**src/source/iob_pkg.sv**
```systemverilog
// Assumes a 22-bit word-addressed bus with a single 64-word I/O block at a fixed octal base

package iob_pkg;

   //////////////////////////////////////////////////
   // Widths

   typedef logic [21:0] addr_t;      // Bus word address
   typedef logic [31:0] word_t;      // Bus data word
   typedef logic [11:0] coord_t;     // Mouse coordinate
   typedef logic [31:0] key_scan_t;  // Tagged keyboard scan
   typedef logic [5:0]  reg_off_t;   // Offset inside the block

   //////////////////////////////////////////////////
   // Bus and sample bundles

   typedef struct packed {
      addr_t addr;
      word_t data;
      logic  write;                  // High for a write cycle
   } bus_req_t;

   typedef struct packed {
      logic [2:0] buttons;           // Head, middle, tail
      coord_t     x;
      coord_t     y;
   } mouse_t;

   //////////////////////////////////////////////////
   // Address map

   localparam addr_t iob_base = 22'o17772000;

   localparam reg_off_t reg_kbd_lo  = 6'o40;
   localparam reg_off_t reg_kbd_hi  = 6'o41;
   localparam reg_off_t reg_mouse_y = 6'o42;
   localparam reg_off_t reg_mouse_x = 6'o43;
   localparam reg_off_t reg_beep    = 6'o44;  // Reads zero, writes dropped
   localparam reg_off_t reg_csr     = 6'o45;
   localparam reg_off_t reg_us_lo   = 6'o50;
   localparam reg_off_t reg_us_hi   = 6'o51;
   localparam reg_off_t reg_hz60    = 6'o52;  // Read also starts 60 Hz count

   // Upper half of every key scan, eight zeros then 11111 then 001
   localparam logic [15:0] kbd_tag = 16'h00f9;

   //////////////////////////////////////////////////
   // Interrupt vectors

   localparam logic [7:0] vec_input = 8'o260;  // Keyboard or mouse
   localparam logic [7:0] vec_clock = 8'o274;  // 60 Hz tick

endpackage

```
**src/source/iob_timebase.sv**
```systemverilog
// Both dividers must be at least 1; the 60 Hz count holds at zero until the first start pulse

`timescale 1ns/1ps

module iob_timebase #(
   parameter int unsigned us_div   = 50,      // Clock cycles per microsecond
   parameter int unsigned hz60_div = 833333   // Clock cycles per 60 Hz tick
) (
   input  logic           clk,
   input  logic           reset,
   input  logic           hz60_start,
   output iob_pkg::word_t us_time,
   output iob_pkg::word_t hz60_time,
   output logic           hz60_tick
);

   localparam int unsigned us_w   = (us_div > 1) ? $clog2(us_div) : 1;
   localparam int unsigned hz60_w = (hz60_div > 1) ? $clog2(hz60_div) : 1;

   localparam logic [us_w-1:0]   us_last   = us_w'(us_div - 1);
   localparam logic [hz60_w-1:0] hz60_last = hz60_w'(hz60_div - 1);

   logic [us_w-1:0]   us_pre;    // Microsecond prescaler
   logic [hz60_w-1:0] hz60_pre;  // 60 Hz prescaler
   logic              hz60_en;   // Set by first start, held till reset
   logic              hz60_wrap;

   //////////////////////////////////////////////////
   // Microsecond clock, free running from reset

   always_ff @(posedge clk)
   begin
      if (reset)
      begin
         us_pre  <= '0;
         us_time <= '0;
      end
      else if (us_pre == us_last)
      begin
         us_pre  <= '0;
         us_time <= us_time + 1'b1;
      end
      else
      begin
         us_pre <= us_pre + 1'b1;
      end
   end

   //////////////////////////////////////////////////
   // 60 Hz tick counter, started on demand

   assign hz60_wrap = hz60_en && (hz60_pre == hz60_last);

   always_ff @(posedge clk)
   begin
      if (reset)
      begin
         hz60_en   <= 1'b0;
         hz60_pre  <= '0;
         hz60_time <= '0;
         hz60_tick <= 1'b0;
      end
      else
      begin
         if (hz60_start)
            hz60_en <= 1'b1;
         hz60_tick <= hz60_wrap;                 // Aligned with the increment
         if (hz60_wrap)
         begin
            hz60_pre  <= '0;
            hz60_time <= hz60_time + 1'b1;
         end
         else if (hz60_en)
         begin
            hz60_pre <= hz60_pre + 1'b1;
         end
      end
   end

endmodule

```
**src/source/iob_input_latch.sv**
```systemverilog
// Holds only the newest keyboard and mouse sample; a new strobe overwrites an unread one

`timescale 1ns/1ps

module iob_input_latch (
   input  logic               clk,
   input  logic               reset,
   input  logic [15:0]        kb_data,
   input  logic               kb_ready,
   input  iob_pkg::coord_t    ms_x,
   input  iob_pkg::coord_t    ms_y,
   input  logic [2:0]         ms_button,
   input  logic               ms_ready,
   output iob_pkg::key_scan_t key_scan,
   output iob_pkg::mouse_t    mouse,
   output logic               kb_event,
   output logic               ms_event
);

   import iob_pkg::*;

   //////////////////////////////////////////////////
   // Keyboard

   always_ff @(posedge clk)
   begin
      if (reset)
      begin
         key_scan <= '0;
         kb_event <= 1'b0;
      end
      else
      begin
         kb_event <= kb_ready;                   // Lines up with new scan
         if (kb_ready)
            key_scan <= {kbd_tag, kb_data};
      end
   end

   //////////////////////////////////////////////////
   // Mouse

   always_ff @(posedge clk)
   begin
      if (reset)
      begin
         mouse    <= '0;
         ms_event <= 1'b0;
      end
      else
      begin
         ms_event <= ms_ready;
         if (ms_ready)
         begin
            mouse <= '{buttons: ms_button,     // Bit 2 is the head button
                       x:       ms_x,
                       y:       ms_y};
         end
      end
   end

endmodule

```
**src/source/iob_regs.sv**
```systemverilog
// Expects the master to hold a request until ack and wait for ack low before the next one

`timescale 1ns/1ps

module iob_regs (
   input  logic               clk,
   input  logic               reset,
   input  logic               req,
   input  iob_pkg::bus_req_t  bus,
   input  iob_pkg::key_scan_t key_scan,
   input  iob_pkg::mouse_t    mouse,
   input  logic               kb_event,
   input  logic               ms_event,
   input  iob_pkg::word_t     us_time,
   input  iob_pkg::word_t     hz60_time,
   input  logic               hz60_tick,
   output iob_pkg::word_t     dataout,
   output logic               ack,
   output logic               decode,
   output logic               hz60_start,
   output logic               interrupt,
   output logic [7:0]         vector
);

   import iob_pkg::*;

   logic [1:0] ack_q;      // Two-stage acknowledge delay
   logic       first;      // First cycle of a decoded access
   logic       rd_first;
   logic       wr_first;
   reg_off_t   off;
   word_t      rd_word;
   logic [3:0] csr;
   logic [3:0] rdy;        // 2 clock, 1 keyboard, 0 mouse
   logic [3:0] rdy_set;
   logic [3:0] rdy_clr;
   logic       kb_int;
   logic       ms_int;
   logic       clk_int;

   //////////////////////////////////////////////////
   // Decode and acknowledge

   assign decode = req && (bus.addr[21:6] == iob_base[21:6]);
   assign off    = bus.addr[5:0];
   assign ack    = ack_q[1];

   // ack_q[0] is low at the start of every request, so side
   // effects fire once however long the master holds req
   assign first    = decode && !ack_q[0];
   assign rd_first = first && !bus.write;
   assign wr_first = first && bus.write;

   always_ff @(posedge clk)
   begin
      if (reset)
         ack_q <= '0;
      else
         ack_q <= {ack_q[0], decode};
   end

   //////////////////////////////////////////////////
   // Read multiplexer

   always_comb
   begin
      case (off)
         reg_kbd_lo:  rd_word = {16'b0, key_scan[15:0]};
         reg_kbd_hi:  rd_word = {16'b0, key_scan[31:16]};
         reg_mouse_y: rd_word = {17'b0, mouse.buttons, mouse.y};
         reg_mouse_x: rd_word = {20'b0, mouse.x};      // No raw quadrature bits
         reg_beep:    rd_word = '0;
         reg_csr:     rd_word = {24'b0, rdy, csr};
         reg_us_lo:   rd_word = {16'b0, us_time[15:0]};
         reg_us_hi:   rd_word = {16'b0, us_time[31:16]};
         reg_hz60:    rd_word = hz60_time;
         default:     rd_word = '0;
      endcase
   end

   always_ff @(posedge clk)
   begin
      if (reset)
         dataout <= '0;
      else if (decode && !bus.write)
         dataout <= rd_word;
      else
         dataout <= '0;                      // Idle and writes drive zero
   end

   //////////////////////////////////////////////////
   // Read side effects

   always_comb
   begin
      rdy_clr = '0;
      if (rd_first)
      begin
         case (off)
            reg_kbd_lo,
            reg_kbd_hi:  rdy_clr[1] = 1'b1;
            reg_mouse_y: rdy_clr[0] = 1'b1;
            reg_hz60:    rdy_clr[2] = 1'b1;
            default:     rdy_clr = '0;
         endcase
      end
   end

   assign hz60_start = rd_first && (off == reg_hz60);

   //////////////////////////////////////////////////
   // CSR and ready bits

   assign rdy_set = {1'b0, hz60_tick, kb_event, ms_event};

   always_ff @(posedge clk)
   begin
      if (reset)
      begin
         csr <= '0;
         rdy <= '0;
      end
      else
      begin
         if (wr_first && (off == reg_csr))
            csr <= bus.data[3:0];
         rdy <= (rdy & ~rdy_clr) | rdy_set;  // Set wins over read clear
      end
   end

   //////////////////////////////////////////////////
   // Interrupt and vector

   assign kb_int    = rdy[1];
   assign ms_int    = rdy[0] && csr[1];       // Mouse needs enable
   assign clk_int   = rdy[2] && csr[3];       // Clock needs enable
   assign interrupt = kb_int || ms_int || clk_int;

   always_comb
   begin
      if (kb_int || ms_int)
         vector = vec_input;
      else if (clk_int)
         vector = vec_clock;
      else
         vector = 8'h00;
   end

endmodule

```
**src/source/xbus_iob.sv**
```systemverilog
// Bus slave for one 64-word register block; dividers default to a 50 MHz clock

`timescale 1ns/1ps

module xbus_iob #(
   parameter int unsigned us_div   = 50,      // Cycles per microsecond
   parameter int unsigned hz60_div = 833333   // Cycles per 60 Hz tick
) (
   input  logic            clk,
   input  logic            reset,
   input  iob_pkg::addr_t  addr,
   input  iob_pkg::word_t  datain,
   input  logic            req,
   input  logic            write,
   input  logic [15:0]     kb_data,
   input  logic            kb_ready,
   input  iob_pkg::coord_t ms_x,
   input  iob_pkg::coord_t ms_y,
   input  logic [2:0]      ms_button,
   input  logic            ms_ready,
   output iob_pkg::word_t  dataout,
   output logic            ack,
   output logic            decode,
   output logic            interrupt,
   output logic [7:0]      vector
);

   import iob_pkg::*;

   bus_req_t  bus;
   key_scan_t key_scan;
   mouse_t    mouse;
   logic      kb_event;
   logic      ms_event;
   word_t     us_time;
   word_t     hz60_time;
   logic      hz60_tick;
   logic      hz60_start;

   assign bus.addr  = addr;
   assign bus.data  = datain;
   assign bus.write = write;

   //////////////////////////////////////////////////
   // Time base

   iob_timebase #(
      .us_div   (us_div),
      .hz60_div (hz60_div)
   ) u_timebase (
      .clk        (clk),
      .reset      (reset),
      .hz60_start (hz60_start),
      .us_time    (us_time),
      .hz60_time  (hz60_time),
      .hz60_tick  (hz60_tick)
   );

   //////////////////////////////////////////////////
   // Keyboard and mouse samples

   iob_input_latch u_input_latch (
      .clk       (clk),
      .reset     (reset),
      .kb_data   (kb_data),
      .kb_ready  (kb_ready),
      .ms_x      (ms_x),
      .ms_y      (ms_y),
      .ms_button (ms_button),
      .ms_ready  (ms_ready),
      .key_scan  (key_scan),
      .mouse     (mouse),
      .kb_event  (kb_event),
      .ms_event  (ms_event)
   );

   //////////////////////////////////////////////////
   // Register block

   iob_regs u_regs (
      .clk        (clk),
      .reset      (reset),
      .req        (req),
      .bus        (bus),
      .key_scan   (key_scan),
      .mouse      (mouse),
      .kb_event   (kb_event),
      .ms_event   (ms_event),
      .us_time    (us_time),
      .hz60_time  (hz60_time),
      .hz60_tick  (hz60_tick),
      .dataout    (dataout),
      .ack        (ack),
      .decode     (decode),
      .hz60_start (hz60_start),
      .interrupt  (interrupt),
      .vector     (vector)
   );

endmodule

```
**config.mk**
```make
export PLATFORM = sky130hd
export DESIGN_NAME = xbus_iob
export DESIGN_NICKNAME = d
export VERILOG_FILES = /design/src/source/iob_pkg.sv /design/src/source/iob_timebase.sv /design/src/source/iob_input_latch.sv /design/src/source/iob_regs.sv /design/src/source/xbus_iob.sv
export SDC_FILE = /design/constraint.sdc
export NUM_CORES = 1
export LEC_CHECK = 0
export ABC_AREA = 1
export ABC_CLOCK_PERIOD_IN_PS = 1900
export BUFFER_PORTS_ARGS = -buffer_cell sky130_fd_sc_hd__buf_4
export CORE_MARGIN = 2
export CORE_UTILIZATION = 45
export CTS_BUF_LIST = sky130_fd_sc_hd__clkbuf_16
export CTS_CLUSTER_DIAMETER = 80
export DETAILED_ROUTE_END_ITERATION = 12
export GPL_TIMING_DRIVEN = 0
export PLACE_DENSITY = 0.78
export SYNTH_ARGS = -nofsm -noshare
export SYNTH_HDL_FRONTEND = slang
export SYNTH_SLANG_ARGS = --single-unit
```
**constraint.sdc**
```tcl
create_clock -name clk -period 1.9 [get_ports clk]
set_input_delay 0.19 -clock clk [delete_from_list [all_inputs] [get_ports clk]]
set_output_delay 0.19 -clock clk [all_outputs]
set_load 0.03 [all_outputs]
```
==> impl_metrics.tcl <==
set metrics [dict create \
    layout_commonest_cell "nand2_1" \
    reg2reg_slack_ns 0.16 \
    min_period_ns 1.738 \
    met3_length_mm 1.698 \
    post_route_cells_drive_above_1_share 0.1829 \
    cap_violations 0 \
    worstSetupPathType "register to register" \
    p_comb_frac 0.068 \
    vias_per_cell 5.131 \
    grt_max_degree 17 \
    drc 0 \
    postLayoutCoreUtil 0.5713 \
    path_clk_slew_ns 0.07 \
    p_total_mw 7.639 \
    core_sq_um 19460 \
    outcome "complete, no violations" \
    io_buffers 112 \
    clockBufferDepth 2 \
    gp_congestion 0.9315 \
    netlist_area_sq_um 8910 \
    end_kind "register" \
    power.density_nw_per_um2 687.0 \
    hold_viol_final 0 \
    h-tree-depth 4 \
    power.internal_mw 5.753 \
    synth.avg_cell_area_sq_um 6.896 \
    crit_start "u_timebase.us_pre[0]" \
    die_area_sq_um 20940 \
    slew_violations 0 \
    arrival_ns 2.07 \
    rsz0062_at_grt "no" \
    cts_tree "built" \
    cts_num_sinks 179 \
    pwr-share-clk 0.425 \
    synth_edf_count 0 \
    seq_power_share 0.507 \
    wl_per_cell_um 14.20 \
    required_ns 2.23 \
    nets 1583 \
    drtAntennaViolNets 0 \
    top_layer "met4" \
    rows 51 \
    worst_hold_slack_ns 0.007753 \
    p_leak_nw 4.362 \
    drtIter0Drc 864 \
    synth-seq-cells 179 \
    grt_pass1_vias 8479 \
    floorplan.initialDensity 0.4578 \
    clock_latency_ns 0.44 \
    die_h_um 144.7 \
    path_max_fanout 8 \
    setup_violations 0 \
    max_freq_ghz 0.5752 \
    vias 8989 \
    tns_ns 0 \
    mostFrequentLayoutCells "nand2_1, nor2_1, dfxtp_1" \
    grt_pass1_wl_mm 40.09 \
    slew_headroom 0.5313 \
    synthFlopType "dfxtp_1" \
    num-fill-cells 1720 \
    antenna_found_initial 0 \
    yosysSeqAreaShare 0.4022 \
    vdd_drop_max_uv 609.4 \
    netlist_instances 1292 \
    die_width_um 144.7 \
    diodes 0 \
    hp-class "input pin to register" \
    min-delay-start "kb_data[15]" \
    grt_remaining_overflow 0 \
    wirelength_mm 24.88 \
    wl_met1_mm 10.56 \
    cts-root-buf "clkbuf_16" \
    post_synth_num_cell_types 45 \
    cts_buffers 17 \
    crit_path_start_kind "register" \
    synthArstFlopShare 0 \
    post-route-period-util 0.9150 \
    switchingPower_mw 1.886 \
    wl_met2_mm 11.85 \
    place_hpwl_mm 18.23 \
    track_usage 0.2436 \
    ios 146 \
    reg2reg_from "u_timebase.us_pre[0]" \
    area_growth_pct 24.80 \
    yosysWarnings 0 \
    first_pass_iters 7 \
    tightest_slew_ns 0.7031 \
    skew_ns 0.007288 \
    swShare 0.2469 \
]
final timing paths:
path / endpoint / cells past startpoint
worst max-delay path: u_timebase.us_time[16] / 8
worst min-delay path: u_input_latch.key_scan[15] / 3
worst max register to register: u_timebase.us_time[16] / 8
worst min register to register: u_regs.rdy[1] / 2
cell usage after synthesis (7+ instances only):
cell | instances | area share
nor2_4 | 12 | 0.015
nor2_2 | 16 | 0.011
inv_2 | 14 | 0.0059
nand2_1 | 295 | 0.12
xor2_1 | 20 | 0.020
clkbuf_1 | 15 | 0.0063
nand4_1 | 37 | 0.026
nand3_1 | 90 | 0.051
nor3_1 | 24 | 0.013
a21oi_2 | 10 | 0.0098
buf_2 | 7 | 0.0039
dfxtp_1 | 179 | 0.40
nor2_1 | 263 | 0.11
inv_1 | 98 | 0.041
nor3_2 | 14 | 0.016
nand3_2 | 7 | 0.0079
a21oi_1 | 45 | 0.025
o21ai_0 | 65 | 0.037
buf_4 | 10 | 0.0084
nand2_2 | 19 | 0.013
metal layers:
metal / vias to the layer above / track usage
met3: 66 / 0.04705
met2: 373 / 0.4153
li1: 4506 / -
met1: 4044 / 0.3013
met4: 0 / 0.1032
met5: - / 0
through the flow:
step | std cells | setup WS, ns | area (sq um)
after global placement | 1671 | 0.1844 | 10090
after global routing | 1752 | 0.003525 | 11120
after detailed placement | 1671 | 0.1603 | 10090
final | 1752 | 0.1615 | 11120
after floorplan | 1294 | 0.3799 | 8917
after CTS | 1747 | 0.1443 | 11060
registers in the layout, summed over array words and instances, names as in the netlist:
register,cells
u_regs.csr,4
u_input_latch.ms_event,1
u_regs.ack_q,2
u_timebase.hz60_en,1
u_timebase.hz60_time,32
u_regs.rdy,3
u_input_latch.kb_event,1
u_timebase.us_time,32
u_timebase.us_pre,6
u_input_latch.key_scan,17
u_timebase.hz60_pre,20
u_regs.dataout,32
u_timebase.hz60_tick,1
u_input_latch.mouse,27
final cells by class:
cell class / count / area (sq um) / area share
Tap cell: 265 / 331.6 / 0.02982
Inverter: 116 / 444.2 / 0.03995
Timing Repair Buffer: 161 / 1324 / 0.1191
Clock inverter: 15 / 108.9 / 0.009790
Clock buffer: 17 / 425.4 / 0.03826
Multi-Input combinational cell: 955 / 4604 / 0.4141
Sequential cell: 179 / 3586 / 0.3225
Buffer: 44 / 295.3 / 0.02656
timing repair:
action | 4_1_cts | 5_1_grt
setup buffers | 0 | 3
setup endpoints to repair | 0 | 4
gates resized for setup | 0 | 5
hold buffers | 44 | 2
hold endpoints to repair | 44 | 1
power groups by stage:
stage	combinational [mW]	clock, mW	sequential, mW
floorplan	0.237	0	3.94
global placement	0.424	0	3.95
detailed placement	0.434	0	3.95
CTS	0.509	3.25	3.87
global route	0.572	3.41	3.87
finish	0.523	3.25	3.87
cell families (layout without fill, tap and decap cells):
logic type                 count (synthesis)  in the layout  synth area share
AOI/OAI and AO/OA                        133            133           0.08187
xor gates and xnor gates                  25             25           0.02458
adders and majority gates                  6              6          0.008426
buffers and inverters                    160            353           0.08299
DFF                                      179            179            0.4022
other                                      1              3         0.0004209
and+or+nand+nor                          788            788            0.3995
worst max-delay path, stage by stage (launching register included):
cell and delay (ns):
dfxtp_1 0.38, ha_1 0.20, nand3_2 0.10, nor2_4 0.24
nand2_2 0.15, nor2_1 0.12, nand2_1 0.11, nor3b_1 0.25
nor2_1 0.07
(Power assumes the default switching activity.)
